**src/include/fp_config.svh**
```systemverilog
`ifndef FP_CONFIG_SVH
`define FP_CONFIG_SVH

// IEEE 754 single precision layout
`define FP_WIDTH     32
`define FP_EXP_W     8
`define FP_MAN_W     23
`define FP_BIAS      127
`define FP_EXP_MAX   255

// Guard, round and sticky bits below the significand
`define FP_GRS_W     3

// Operation codes on i_alu_ctrl
`define FP_OP_W      5
`define FP_OP_FSUB   5'b01010
`define FP_OP_FMUL   5'b01011
`define FP_OP_FCLASS 5'b01111

`endif

```
**src/hdl/fp_format_pkg.sv**
```systemverilog
`include "fp_config.svh"

package fp_format_pkg;

    // Raw operand or result word
    typedef logic [`FP_WIDTH-1:0] fp_word_t;

    // Biased exponent field
    typedef logic [`FP_EXP_W-1:0] fp_exp_t;

    // Stored fraction without the hidden bit
    typedef logic [`FP_MAN_W-1:0] fp_frac_t;

    // Significand with the hidden bit on top
    typedef logic [`FP_MAN_W:0] fp_sig_t;

    // Significand followed by guard, round and sticky
    typedef logic [`FP_MAN_W+`FP_GRS_W:0] fp_sig_grs_t;

    // Working exponent, two extra bits so it can leave the 1..254 range
    typedef logic signed [`FP_EXP_W+1:0] fp_exp_wide_t;

endpackage

```
**src/hdl/fp_op_pkg.sv**
```systemverilog
`include "fp_config.svh"

package fp_op_pkg;

    // Operation codes handled by the unit
    typedef enum logic [`FP_OP_W-1:0] {
        FP_FSUB   = `FP_OP_FSUB,
        FP_FMUL   = `FP_OP_FMUL,
        FP_FCLASS = `FP_OP_FCLASS
    } fp_op_e;

    // One-hot class code, only bits 0 to 9 are ever set
    //   0 -inf, 1 -normal, 2 -subnormal, 3 -zero
    //   4 +zero, 5 +subnormal, 6 +normal, 7 +inf
    //   8 signaling NaN, 9 quiet NaN
    typedef logic [`FP_WIDTH-1:0] fp_class_t;

endpackage

```
**src/hdl/fp_norm_if.sv**
```systemverilog
interface fp_norm_if;

    // Normalized, still unrounded result
    logic                        sign;
    fp_format_pkg::fp_exp_wide_t exp;
    fp_format_pkg::fp_sig_grs_t  sig;
    // Exact zero, packed as +0 by the rounder
    logic                        zero;

    modport producer (
        output sign, exp, sig, zero
    );

    modport consumer (
        input sign, exp, sig, zero
    );

endinterface

```
**src/hdl/fp_class.sv**
```systemverilog
`include "fp_config.svh"

module fp_class (
    input  logic                     i_sign,
    input  fp_format_pkg::fp_exp_t   i_exp,
    input  fp_format_pkg::fp_frac_t  i_frac,
    output fp_op_pkg::fp_class_t     o_class
);

    logic exp_max;
    logic exp_zero;
    logic frac_zero;

    assign exp_max   = (i_exp == `FP_EXP_MAX);
    assign exp_zero  = (i_exp == '0);
    assign frac_zero = (i_frac == '0);

    always_comb begin
        o_class = '0;
        if (exp_max && !frac_zero) begin
            // Fraction MSB tells quiet from signaling
            o_class[9] = i_frac[`FP_MAN_W-1];
            o_class[8] = ~i_frac[`FP_MAN_W-1];
        end else if (exp_max) begin
            o_class[7] = ~i_sign;
            o_class[0] = i_sign;
        end else if (exp_zero && frac_zero) begin
            o_class[4] = ~i_sign;
            o_class[3] = i_sign;
        end else if (exp_zero) begin
            o_class[5] = ~i_sign;
            o_class[2] = i_sign;
        end else begin
            o_class[6] = ~i_sign;
            o_class[1] = i_sign;
        end
    end

endmodule

```
**src/hdl/fp_module.sv**
```systemverilog
`include "fp_config.svh"

module fp_module (
    input  logic                     i_clk,
    input  logic                     i_rst,
    input  fp_format_pkg::fp_word_t  i_data_r1,
    input  fp_format_pkg::fp_word_t  i_data_r2,
    input  logic [`FP_OP_W-1:0]      i_alu_ctrl,
    output fp_format_pkg::fp_word_t  o_data,
    output logic                     o_invalid
);

    logic                     sign_a;
    logic                     sign_b;
    fp_format_pkg::fp_exp_t   exp_a;
    fp_format_pkg::fp_exp_t   exp_b;
    fp_format_pkg::fp_frac_t  frac_a;
    fp_format_pkg::fp_frac_t  frac_b;
    fp_format_pkg::fp_sig_t   sig_a;
    fp_format_pkg::fp_sig_t   sig_b;
    fp_format_pkg::fp_word_t  sub_result;
    fp_format_pkg::fp_word_t  mul_result;
    logic                     sub_range_inv;
    logic                     mul_range_inv;
    fp_op_pkg::fp_class_t     class_code;
    logic                     nan_inf;
    fp_op_pkg::fp_op_e        op;
    fp_format_pkg::fp_word_t  data_next;
    logic                     invalid_next;

    // Operand fields, hidden bit set for any nonzero exponent
    assign sign_a = i_data_r1[`FP_WIDTH-1];
    assign sign_b = i_data_r2[`FP_WIDTH-1];
    assign exp_a  = i_data_r1[`FP_WIDTH-2 -: `FP_EXP_W];
    assign exp_b  = i_data_r2[`FP_WIDTH-2 -: `FP_EXP_W];
    assign frac_a = i_data_r1[`FP_MAN_W-1:0];
    assign frac_b = i_data_r2[`FP_MAN_W-1:0];
    assign sig_a  = {(exp_a != '0), frac_a};
    assign sig_b  = {(exp_b != '0), frac_b};

    fp_norm_if sub_norm ();
    fp_norm_if mul_norm ();

    fp_sub fp_sub_inst (
        .i_sign_a (sign_a),
        .i_sign_b (sign_b),
        .i_exp_a  (exp_a),
        .i_exp_b  (exp_b),
        .i_sig_a  (sig_a),
        .i_sig_b  (sig_b),
        .o_norm   (sub_norm)
    );

    fp_mul fp_mul_inst (
        .i_sign_a (sign_a),
        .i_sign_b (sign_b),
        .i_exp_a  (exp_a),
        .i_exp_b  (exp_b),
        .i_sig_a  (sig_a),
        .i_sig_b  (sig_b),
        .o_norm   (mul_norm)
    );

    fp_round fp_round_sub_inst (
        .i_norm          (sub_norm),
        .o_result        (sub_result),
        .o_range_invalid (sub_range_inv)
    );

    fp_round fp_round_mul_inst (
        .i_norm          (mul_norm),
        .o_result        (mul_result),
        .o_range_invalid (mul_range_inv)
    );

    fp_class fp_class_inst (
        .i_sign  (sign_a),
        .i_exp   (exp_a),
        .i_frac  (frac_a),
        .o_class (class_code)
    );

    // Inf or NaN on either operand
    assign nan_inf = (exp_a == `FP_EXP_MAX) || (exp_b == `FP_EXP_MAX);

    assign op = fp_op_pkg::fp_op_e'(i_alu_ctrl);

    always_comb begin
        case (op)
            fp_op_pkg::FP_FSUB: begin
                data_next    = sub_result;
                invalid_next = sub_range_inv | nan_inf;
            end
            fp_op_pkg::FP_FMUL: begin
                data_next    = mul_result;
                invalid_next = mul_range_inv | nan_inf;
            end
            fp_op_pkg::FP_FCLASS: begin
                data_next    = class_code;
                invalid_next = 1'b0;
            end
            default: begin
                data_next    = '0;
                invalid_next = 1'b0;
            end
        endcase
    end

    // One cycle of latency, a new operation every cycle
    always_ff @(posedge i_clk) begin
        if (i_rst) begin
            o_data    <= '0;
            o_invalid <= 1'b0;
        end else begin
            o_data    <= data_next;
            o_invalid <= invalid_next;
        end
    end

    a_fclass_valid: assert property (
        @(posedge i_clk) disable iff (i_rst)
        (i_alu_ctrl == fp_op_pkg::FP_FCLASS) |=> !o_invalid
    );

    a_unknown_zero: assert property (
        @(posedge i_clk) disable iff (i_rst)
        !(i_alu_ctrl inside {fp_op_pkg::FP_FSUB, fp_op_pkg::FP_FMUL, fp_op_pkg::FP_FCLASS})
        |=> (o_data == '0) && !o_invalid
    );

    // A range flag from the rounder only ever leaves infinity or zero
    a_range_flag_special: assert property (
        @(posedge i_clk) disable iff (i_rst)
        ((i_alu_ctrl inside {fp_op_pkg::FP_FSUB, fp_op_pkg::FP_FMUL}) && !nan_inf)
        |=> (!o_invalid
             || (((o_data[`FP_WIDTH-2 -: `FP_EXP_W] == `FP_EXP_MAX)
                  || (o_data[`FP_WIDTH-2 -: `FP_EXP_W] == '0))
                 && (o_data[`FP_MAN_W-1:0] == '0)))
    );

endmodule

```
**src/hdl/fp_mul.sv**
```systemverilog
`include "fp_config.svh"

module fp_mul (
    input  logic                    i_sign_a,
    input  logic                    i_sign_b,
    input  fp_format_pkg::fp_exp_t  i_exp_a,
    input  fp_format_pkg::fp_exp_t  i_exp_b,
    input  fp_format_pkg::fp_sig_t  i_sig_a,
    input  fp_format_pkg::fp_sig_t  i_sig_b,
    fp_norm_if.producer             o_norm
);

    localparam int SIG_W  = `FP_MAN_W + `FP_GRS_W + 1;
    localparam int PROD_W = 2 * (`FP_MAN_W + 1);

    logic                        zero_op;
    logic [PROD_W-1:0]           product;
    fp_format_pkg::fp_exp_wide_t exp_sum;

    // Hidden bit is zero only for a zero exponent, so a zero significand means a zero operand
    assign zero_op = (i_sig_a == '0) || (i_sig_b == '0);

    assign product = i_sig_a * i_sig_b;

    assign exp_sum = fp_format_pkg::fp_exp_wide_t'({2'b00, i_exp_a})
                   + fp_format_pkg::fp_exp_wide_t'({2'b00, i_exp_b})
                   - fp_format_pkg::fp_exp_wide_t'(`FP_BIAS);

    always_comb begin
        o_norm.sign = i_sign_a ^ i_sign_b;
        o_norm.exp  = exp_sum;
        o_norm.zero = 1'b0;
        if (zero_op) begin
            o_norm.sign = 1'b0;
            o_norm.exp  = '0;
            o_norm.sig  = '0;
            o_norm.zero = 1'b1;
        end else if (product[PROD_W-1]) begin
            // Product in [2,4), top bit is the new hidden bit
            o_norm.sig = {product[PROD_W-1 -: SIG_W-1], |product[PROD_W-SIG_W:0]};
            o_norm.exp = exp_sum + 1;
        end else begin
            o_norm.sig = {product[PROD_W-2 -: SIG_W-1], |product[PROD_W-SIG_W-1:0]};
        end
    end

endmodule

```
**src/hdl/fp_round.sv**
```systemverilog
`include "fp_config.svh"

module fp_round (
    fp_norm_if.consumer              i_norm,
    output fp_format_pkg::fp_word_t  o_result,
    output logic                     o_range_invalid
);

    localparam int SIG_W = `FP_MAN_W + `FP_GRS_W + 1;

    fp_format_pkg::fp_frac_t     frac_trunc;
    logic                        guard_bit;
    logic                        round_bit;
    logic                        sticky_bit;
    logic                        round_up;
    logic [`FP_MAN_W:0]          frac_inc;
    fp_format_pkg::fp_exp_wide_t exp_rnd;
    fp_format_pkg::fp_exp_t      exp_out;
    fp_format_pkg::fp_frac_t     frac_out;

    // Bit 26 is the hidden bit, 25..3 the fraction, 2..0 GRS
    assign frac_trunc = i_norm.sig[SIG_W-2 -: `FP_MAN_W];
    assign guard_bit  = i_norm.sig[2];
    assign round_bit  = i_norm.sig[1];
    assign sticky_bit = i_norm.sig[0];

    // Nearest-even: above half rounds up, exact half goes to the even fraction
    assign round_up = guard_bit & (round_bit | sticky_bit | frac_trunc[0]);
    assign frac_inc = {1'b0, frac_trunc} + round_up;

    // Fraction carry-out bumps the exponent, the fraction is already zero then
    assign exp_rnd = i_norm.exp + fp_format_pkg::fp_exp_wide_t'(frac_inc[`FP_MAN_W]);

    always_comb begin
        exp_out         = '0;
        frac_out        = '0;
        o_range_invalid = 1'b0;
        if (i_norm.zero) begin
            // Exact zero, nothing to flag
            exp_out = '0;
        end else if (i_norm.exp >= `FP_EXP_MAX) begin
            // Overflow to infinity
            exp_out         = '1;
            o_range_invalid = 1'b1;
        end else if (i_norm.exp <= 0) begin
            // No subnormal results, flush to zero
            o_range_invalid = (i_norm.sig != '0);
        end else if (exp_rnd >= `FP_EXP_MAX) begin
            // Rounding carried past the largest exponent
            exp_out         = '1;
            o_range_invalid = 1'b1;
        end else begin
            exp_out  = exp_rnd[`FP_EXP_W-1:0];
            frac_out = frac_inc[`FP_MAN_W-1:0];
        end
    end

    // A zero exponent with zero fraction always leaves as +0
    assign o_result = (exp_out == '0 && frac_out == '0) ? '0 :
                      {i_norm.sign, exp_out, frac_out};

endmodule

```
**src/hdl/fp_sub.sv**
```systemverilog
`include "fp_config.svh"

module fp_sub (
    input  logic                    i_sign_a,
    input  logic                    i_sign_b,
    input  fp_format_pkg::fp_exp_t  i_exp_a,
    input  fp_format_pkg::fp_exp_t  i_exp_b,
    input  fp_format_pkg::fp_sig_t  i_sig_a,
    input  fp_format_pkg::fp_sig_t  i_sig_b,
    fp_norm_if.producer             o_norm
);

    localparam int SIG_W = `FP_MAN_W + `FP_GRS_W + 1;

    logic                        sign_b_eff;
    logic                        a_ge_b;
    fp_format_pkg::fp_exp_t      exp_diff;
    fp_format_pkg::fp_exp_wide_t exp_large;
    fp_format_pkg::fp_sig_grs_t  pad_a;
    fp_format_pkg::fp_sig_grs_t  pad_b;
    fp_format_pkg::fp_sig_grs_t  sig_big;
    fp_format_pkg::fp_sig_grs_t  sig_small;
    fp_format_pkg::fp_sig_grs_t  shift_mask;
    fp_format_pkg::fp_sig_grs_t  sig_small_al;
    fp_format_pkg::fp_sig_grs_t  al_a;
    fp_format_pkg::fp_sig_grs_t  al_b;
    logic                        sticky;
    logic [SIG_W:0]              mag_sum;
    logic                        sum_sign;
    logic [4:0]                  lead_pos;
    logic [4:0]                  left_shift;

    // a - b is a + (-b)
    assign sign_b_eff = ~i_sign_b;

    assign a_ge_b    = (i_exp_a >= i_exp_b);
    assign exp_diff  = a_ge_b ? (i_exp_a - i_exp_b) : (i_exp_b - i_exp_a);
    assign exp_large = fp_format_pkg::fp_exp_wide_t'({2'b00, (a_ge_b ? i_exp_a : i_exp_b)});

    assign pad_a = {i_sig_a, {`FP_GRS_W{1'b0}}};
    assign pad_b = {i_sig_b, {`FP_GRS_W{1'b0}}};

    // Smaller operand slides right, lost bits collapse into sticky
    assign sig_big      = a_ge_b ? pad_a : pad_b;
    assign sig_small    = a_ge_b ? pad_b : pad_a;
    assign shift_mask   = ~({SIG_W{1'b1}} << exp_diff);
    assign sticky       = |(sig_small & shift_mask);
    assign sig_small_al = (sig_small >> exp_diff) | {{(SIG_W-1){1'b0}}, sticky};

    assign al_a = a_ge_b ? sig_big : sig_small_al;
    assign al_b = a_ge_b ? sig_small_al : sig_big;

    // Magnitude add or subtract, sign follows the larger magnitude
    always_comb begin
        if (i_sign_a == sign_b_eff) begin
            mag_sum  = al_a + al_b;
            sum_sign = i_sign_a;
        end else if (al_a >= al_b) begin
            mag_sum  = al_a - al_b;
            sum_sign = i_sign_a;
        end else begin
            mag_sum  = al_b - al_a;
            sum_sign = sign_b_eff;
        end
    end

    // Highest set bit below the carry position
    always_comb begin
        lead_pos = '0;
        for (int i = 0; i < SIG_W; i++) begin
            if (mag_sum[i]) begin
                lead_pos = 5'(i);
            end
        end
    end

    assign left_shift = 5'(SIG_W - 1) - lead_pos;

    always_comb begin
        o_norm.sign = sum_sign;
        o_norm.zero = 1'b0;
        if (mag_sum == '0) begin
            o_norm.exp  = '0;
            o_norm.sig  = '0;
            o_norm.zero = 1'b1;
        end else if (mag_sum[SIG_W]) begin
            // Carry out, one step right and keep the dropped bit as sticky
            o_norm.sig = {mag_sum[SIG_W:2], mag_sum[1] | mag_sum[0]};
            o_norm.exp = exp_large + 1;
        end else begin
            o_norm.sig = mag_sum[SIG_W-1:0] << left_shift;
            o_norm.exp = exp_large - fp_format_pkg::fp_exp_wide_t'({5'b00000, left_shift});
        end
    end

endmodule

```
**config.mk**
```make
export PLATFORM = sky130hd
export DESIGN_NAME = fp_module
export DESIGN_NICKNAME = d
export VERILOG_FILES = /design/src/hdl/fp_format_pkg.sv /design/src/hdl/fp_op_pkg.sv /design/src/hdl/fp_norm_if.sv /design/src/hdl/fp_class.sv /design/src/hdl/fp_module.sv /design/src/hdl/fp_mul.sv /design/src/hdl/fp_round.sv /design/src/hdl/fp_sub.sv
export VERILOG_INCLUDE_DIRS = /design/src /design/src/include
export SDC_FILE = /design/constraint.sdc
export NUM_CORES = 2
export LEC_CHECK = 0
export BUFFER_PORTS_ARGS = -buffer_cell sky130_fd_sc_hd__buf_2
export CAP_MARGIN = 20
export CORE_ASPECT_RATIO = 1.25
export CORE_MARGIN = 3
export CORE_UTILIZATION = 41
export CTS_BUF_LIST = sky130_fd_sc_hd__clkbuf_2 sky130_fd_sc_hd__clkbuf_4 sky130_fd_sc_hd__clkbuf_8
export DETAILED_ROUTE_END_ITERATION = 16
export GPL_TIMING_DRIVEN = 0
export SKIP_CTS_REPAIR_TIMING = 1
export SLEW_MARGIN = 20
export SYNTH_ARGS = -nofsm -noshare
export SYNTH_HDL_FRONTEND = slang
export SYNTH_SLANG_ARGS = --single-unit
```
**constraint.sdc**
```tcl
create_clock -name i_clk -period 18 [get_ports i_clk]
set_input_delay 0.9 -clock i_clk [delete_from_list [all_inputs] [get_ports i_clk]]
set_output_delay 0.9 -clock i_clk [all_outputs]
set_load 0.05 [all_outputs]
```
Word-level counts from Yosys, hierarchy flattened:

Cells that the tools add are included.

* logic and storage cells: 161
* input port bits: 71
* bits in registers: 33

* $mul: 1
* bitwise gates (word level): 16
* order comparisons: 8
* reductions and logical operators: 23
* add/sub/neg operators: 15
* eq/ne operators: 6
* muxes and demuxes: 87
* shift operators: 3

Operators by type and width (count)
* 2-to-1 mux 27 bit: 8
* 2-to-1 mux 23 bit: 8
* case mux 32 bit (3 select lines): 1
* 2-to-1 mux 8 bit: 11
* logical NOT 23 bit: 3
* 2-to-1 mux 32 bit: 2
* 2-to-1 mux 28 bit: 2
* subtractor 27 x 27 -> 28 bit: 2
* 2-to-1 mux 5 bit: 11
* nonzero test 27 bit: 2
* adder 23 x 1 -> 24 bit: 2
* logical NOT 24 bit: 2
* multiplier 24 x 24 -> 48 bit: 1
* >= comparator 10 x 9 -> 1 bit, second input constant: 4
* 2-to-1 mux 10 bit: 4
* 2-to-1 mux 4 bit: 8
* adder 27 x 27 -> 28 bit: 1
* logical NOT 28 bit: 1
* bitwise AND 27 bit: 1
* >= comparator 27 bit: 1
* NOT 27 bit: 1
* OR 27 x 1 -> 27 bit: 1
* OR reduction 27 bit: 1
* left shift 27 x 5 -> 27 bit: 1
* 31 further kinds: 80

Logic depth before layout (Yosys ltp):

* depth after elaboration: 55
* gate-level depth with buffers: 77
* depth with buffers taken out: 64

By module:

Synthesis repeated with hierarchy kept, for this count alone.

* cell total of the unflattened synthesis: 4925
* area, all modules: 37429.6 µm²

By module, submodules not included
* fp_mul: area an instance 20383.3 µm², cells an instance 2387, times used 1, seq. area each 0.0 µm²
* fp_sub: area an instance 11962.7 µm², cells an instance 1847, times used 1, seq. area each 0.0 µm²
* fp_round: area an instance 1427.6 µm², cells an instance 236, times used 2, seq. area each 0.0 µm²
* fp_module: area an instance 1835.5 µm², cells an instance 167, times used 1, seq. area each 660.6 µm²
* fp_class: area an instance 392.9 µm², cells an instance 52, times used 1, seq. area each 0.0 µm²

Least setup slack after synthesis:

OpenSTA, ideal clock, no wires.

* path type: input -> register
* start point: in i_data_r1[23]
* end point: reg o_data[31]
* stages: 68
* required time: 17.871 ns
* path buffers: 14
* arrival: 14.376 ns
* path slack: 3.495 ns
* setup time: 0.129 ns
* path through: inv_1 ha_1 inv_1 fa_1 nand3_1 and3_1 o21a_1 buf_4 buf_6 clkbuf_1 clkbuf_1 buf_1 clkbuf_1 buf_1 buf_1 nand2_1 o21ai_0 ha_1 [... 32 more ...] and3_1 nand2_1 nor3_1 ha_1 ha_1 and3_1 a31oi_1 xnor2_1 nor2_1 a41oi_1 and3_1 clkbuf_1 nand3b_1 o2111ai_1 a211oi_1 nand4_1 nor4_1 o211ai_1

* word-level cells in the longest chain between the ends: 55
* elaborated cells on any way between the ends: 114
* classes of those cells: add/sub (15); mul (1); order compare (8); shift (3); mux (66); bitwise (10); reduce/logical (11)

RTL lines
* start: declaration: RTL line fp_module.sv:6 `input fp_format_pkg::fp_word_t i_data_r1,`
* subtractor 8 bit or >= comparator 8 bit (tied branches): RTL line fp_sub.sv:37, fp_sub.sv:36
* 2-to-1 mux 8 bit: RTL line fp_sub.sv:37 `assign exp_diff = a_ge_b ? (i_exp_a - i_exp_b) : (i_exp_b - i_exp_a);`
* left shift 27 x 8 -> 27 bit: RTL line fp_sub.sv:46 `assign shift_mask = ~({SIG_W{1'b1}} << exp_diff);`
* NOT 27 bit: RTL line fp_sub.sv:46
* bitwise AND 27 bit: RTL line fp_sub.sv:47 `assign sticky = |(sig_small & shift_mask);`
* OR reduction 27 bit: RTL line fp_sub.sv:47
* OR 27 x 1 -> 27 bit: RTL line fp_sub.sv:48 `assign sig_small_al = (sig_small >> exp_diff) | {{(SIG_W-1){1'b0}}, sticky};`
* 2-to-1 mux 27 bit (on tied branches): RTL line fp_sub.sv:51, fp_sub.sv:50
* [... 39 more ...]
* 2-to-1 mux 23 bit or 2-to-1 mux 8 bit (tied branches): RTL line fp_round.sv:48 `` end else if (exp_rnd >= `FP_EXP_MAX) begin ``
* 2-to-1 mux 23 bit or 2-to-1 mux 8 bit (tied branches): RTL line fp_round.sv:45 `end else if (i_norm.exp <= 0) begin`
* 2-to-1 mux 23 bit or 2-to-1 mux 8 bit (tied branches): RTL line fp_round.sv:41 `` end else if (i_norm.exp >= `FP_EXP_MAX) begin ``
* 2-to-1 mux 23 bit or 2-to-1 mux 8 bit (tied branches): RTL line fp_round.sv:38 `if (i_norm.zero) begin`
* logical NOT 23 bit or logical NOT 8 bit (tied branches): RTL line fp_round.sv:59 `assign o_result = (exp_out == '0 && frac_out == '0) ? '0 :`
* logical AND 1 bit: RTL line fp_round.sv:59
* 2-to-1 mux 32 bit: RTL line fp_round.sv:59
* case mux 32 bit (3 select lines) *: RTL line fp_module.sv:89 `case (op)`
* end signal: assignment: RTL line fp_module.sv:115 `o_data <= data_next;`
* end: declaration: RTL line fp_module.sv:9 `output fp_format_pkg::fp_word_t o_data,`

Every way passes the cells marked *; elsewhere a longest branch is shown, timed or not.
A chain may end at the register's enable or synchronous reset.

Final worst setup path:

* start point: in i_data_r2[23]
* end point: reg o_data[31]

* word-level cells in the longest chain between the ends: 55
* elaborated cells on any way between the ends: 114
* classes of those cells: add/sub (15); mul (1); order compare (8); shift (3); mux (66); bitwise (10); reduce/logical (11)

RTL lines
* start: declaration: RTL line fp_module.sv:7 `input fp_format_pkg::fp_word_t i_data_r2,`
* subtractor 8 bit or >= comparator 8 bit (tied branches): RTL line fp_sub.sv:37, fp_sub.sv:36
* 2-to-1 mux 8 bit: RTL line fp_sub.sv:37
* left shift 27 x 8 -> 27 bit: RTL line fp_sub.sv:46
* NOT 27 bit: RTL line fp_sub.sv:46
* bitwise AND 27 bit: RTL line fp_sub.sv:47
* OR reduction 27 bit: RTL line fp_sub.sv:47
* OR 27 x 1 -> 27 bit: RTL line fp_sub.sv:48
* 2-to-1 mux 27 bit (on tied branches): RTL line fp_sub.sv:51, fp_sub.sv:50
* [... 39 more ...]
* 2-to-1 mux 23 bit or 2-to-1 mux 8 bit (tied branches): RTL line fp_round.sv:48
* 2-to-1 mux 23 bit or 2-to-1 mux 8 bit (tied branches): RTL line fp_round.sv:45
* 2-to-1 mux 23 bit or 2-to-1 mux 8 bit (tied branches): RTL line fp_round.sv:41
* 2-to-1 mux 23 bit or 2-to-1 mux 8 bit (tied branches): RTL line fp_round.sv:38
* logical NOT 23 bit or logical NOT 8 bit (tied branches): RTL line fp_round.sv:59
* logical AND 1 bit: RTL line fp_round.sv:59
* 2-to-1 mux 32 bit: RTL line fp_round.sv:59
* case mux 32 bit (3 select lines) *: RTL line fp_module.sv:89

Marked as above.

==> flow_summary.json <==
{
  "initial_core_util": 0.415,
  "sequential_cell_area_um2": 661,
  "final-max-slew-violation-count": 0,
  "die_y_um": 341,
  "critical_path_arrival_ns": 17.62,
  "maxClockFrequency_mhz": 57.2,
  "grt-busiest-layer": "met2",
  "required_ns": 18.13,
  "place_area_mm2": 0.0389,
  "critical_path.startpoint_type": "input port",
  "ys_async_sr_fraction": 0,
  "detail_route.first_pass.iterations": 9,
  "drc": 0,
  "max_slew_margin": 0.212,
  "routed_wirelength_mm": 166,
  "clock-sinks": 33,
  "yosysUniqueCellTypes": 120,
  "final.min_clock_period_ns": 17.49,
  "clock_tree_from_tritoncts": "yes",
  "cts_max_path_buffers": 2,
  "grt_setup_unrepaired": "false",
  "root_buffer": "clkbuf_8",
  "grt_antenna_before_repair": 4,
  "setup_viol": 0,
  "end_kind": "register",
  "timing.final.hold_violations": 0,
  "max_slew.worst_pin.slew_ns": 1.18,
  "clock_slew_at_the_register_clock_pins_of_the_worst_setup_and_hold_paths_ns": 0.06,
  "rows": 122,
  "place_ws_ns": -3.21,
  "overflow": 0,
  "via_count_of_the_first_global_routing_pass": 39307,
  "postSynth.topFlopCell": "dfxtp_1",
  "htree_num_levels": 2,
  "seq_cells_post_synth": 33,
  "post-route-cell-area_mm2": 0.0396,
  "grt_pass1_wl_mm": 247,
  "crit_path_max_fanout": 11,
  "gr-usage-met2": 0.560,
  "share_of_the_cycle_needed_by_the_critical_path_after_routing": 0.972,
  "synth_edf_count": 0,
  "global_route.usage.met1": 0.428,
  "cell_with_the_most_instances_after_synthesis": "nand2_1",
  "numPortBuffers": 94,
  "count_of_pins_on_the_block_boundary": 104,
  "yosysWarningCount": 0,
  "detail_route.vias_per_cell": 6.28,
  "setup.worst_path.end": "o_data[31]$_SDFF_PP0_",
  "wl_per_cell_um": 26.5,
  "final_core_utilization": 0.445,
  "flow.area_growth_from_synthesis_pct": 7.33,
  "initialDrtViolationCount": 4476,
  "route.antenna.remaining_nets": 0,
  "cts_made_buffers": 5,
  "grt_util_met3": 0.0770,
  "dpl.hpwl_mm": 137,
  "maximum_number_of_pins_on_one_net_before_global_route_repair": 12,
  "syn_nets": 5833,
  "run_status": "complete, no violations",
  "setup_slack_ns": 0.512,
  "netlist_top_cells_count": "nand2_1, inv_1, fa_1",
  "nets": 5948,
  "num_vias": 39438,
  "coreArea_mm2": 0.0888,
  "ys_seq_area_frac": 0.0179,
  "drive_above_1_share": 0.0734,
  "die_area_mm2": 0.0936,
  "totalNegativeSetupSlack_ns": 0,
  "timing.setup.critical_path_class": "input port to register",
  "synth_top_area_share": 0.264,
  "multi_input_comb_area_mm2": 0.0329,
  "crit_path_top_delay_cell": "xnor2_1",
  "crit_path_max_incr_delay_ns": 0.79,
  "synth_area_mm2": 0.0369,
  "grt_util_overall": 0.348,
  "setup.worst_path.start": "i_data_r2[23]",
  "cap_viol_max_count": 0,
  "synth.area.top_cells": "fa_1, ha_1, nand2_1, inv_1, and2_1",
  "num-fill-cells": 9257,
  "gate_count_post_synth": 4981,
  "hold_path.class": "input port to register",
  "avgSynthCellArea_um2": 7.40,
  "gp_congestion": 1.09,
  "hp-start": "i_rst",
  "synth_largest_area_cell": "fa_1",
  "x_dimension_of_the_die_um": 274
}
## per-stage QoR
stage	hold slack, ns	instances
final	1.00	6278
after global routing	1.00	6275
after CTS	0.993	6263
after detailed placement	1.29	6255
after global placement	1.30	6253
after floorplan	1.12	4981
## routing by layer
| metal | wire length (µm) | up-vias |
|---|---|---|
| li1 | - | 17123 |
| met5 | 13 | - |
| met2 | 74400 | 2343 |
| met4 | 12500 | 2 |
| met1 | 62300 | 19339 |
| met3 | 17200 | 631 |
## registers in the layout, summed over array words and instances, names as in the netlist
| name | cells |
|---|---|
| o_data | 32 |
| o_invalid | 1 |
## cell type report
cell class | instances | share of cell area
multi-input combinational | 3984 | 0.831
tap | 1178 | 0.0372
antenna | 3 | 0.000190
inverter | 639 | 0.0607
timing repair buffer | 112 | 0.0152
clock inverter | 2 | 0.000949
buffer | 321 | 0.0356
sequential | 33 | 0.0167
clock buffer | 6 | 0.00209
## worst min-delay path by stage
stage                                  endpoint  depth (start not counted)
after floorplan           o_data[11]$_SDFF_PP0_                          2
after global placement    o_data[18]$_SDFF_PP0_                          3
after detailed placement  o_data[10]$_SDFF_PP0_                          3
after CTS                 o_data[10]$_SDFF_PP0_                          3
after global routing      o_data[18]$_SDFF_PP0_                          3
final                     o_data[10]$_SDFF_PP0_                          3
## critical path, delay by kind of cell
| kind | cells | cell delay (ns) |
|---|---|---|
| AO/OA/AOI/OAI | 21 | 6.02 |
| XOR/XNOR | 2 | 0.89 |
| adder cells (fa/ha/maj) | 6 | 1.92 |
| buffers and inverters | 14 | 2.40 |
| AND/OR/NAND/NOR | 23 | 5.43 |
## cells by family after synthesis
| logic type | Yosys count | synth area share |
|---|---|---|
| and+or+nand+nor | 1877 | 0.244 |
| AOI/OAI and AO/OA | 1097 | 0.205 |
| buffers and inverters | 964 | 0.102 |
| adders and majority gates | 781 | 0.364 |
| xor gates and xnor gates | 120 | 0.0287 |
| muxes | 109 | 0.0387 |
| DFF | 33 | 0.0179 |
## cells in the final DEF (no fill, tap or decap), types with 18 or more instances in the layout
| cell type | Yosys | routed |
|---|---|---|
| or3_1 | 45 | 45 |
| mux4_2 | 22 | 22 |
| inv_1 | 633 | 632 |
| buf_2 | 35 | 128 |
| mux2i_1 | 69 | 69 |
| clkbuf_1 | 251 | 224 |
| xnor2_1 | 72 | 67 |
| nand2_1 | 774 | 773 |
| nor2b_1 | 21 | 20 |
| nand2b_1 | 39 | 39 |
| ha_1 | 295 | 291 |
| clkbuf_2 | 0 | 26 |
| a21o_1 | 60 | 60 |
| nor3_1 | 118 | 117 |
| and2_1 | 221 | 221 |
| o221ai_1 | 19 | 18 |
| or2_2 | 18 | 18 |
| a211oi_1 | 47 | 43 |
| nor4_1 | 47 | 42 |
| xor2_1 | 47 | 44 |
| dfxtp_1 | 33 | 33 |
| o211ai_1 | 40 | 40 |
| a21oi_1 | 266 | 263 |
| o21ai_0 | 175 | 169 |
| and3_1 | 29 | 29 |
| nand3_1 | 119 | 119 |
| fa_1 | 486 | 486 |
| nor2_1 | 307 | 304 |
| o22ai_1 | 24 | 24 |
| nand4_1 | 49 | 49 |
| buf_4 | 3 | 20 |
| o21bai_1 | 42 | 42 |
| o31ai_1 | 29 | 27 |
| a31oi_1 | 55 | 54 |
| o21a_1 | 49 | 49 |
Power is left out: the tool's default activity adds up to more than one toggle a clock period on the data nets, which glitch-free logic cannot reach.
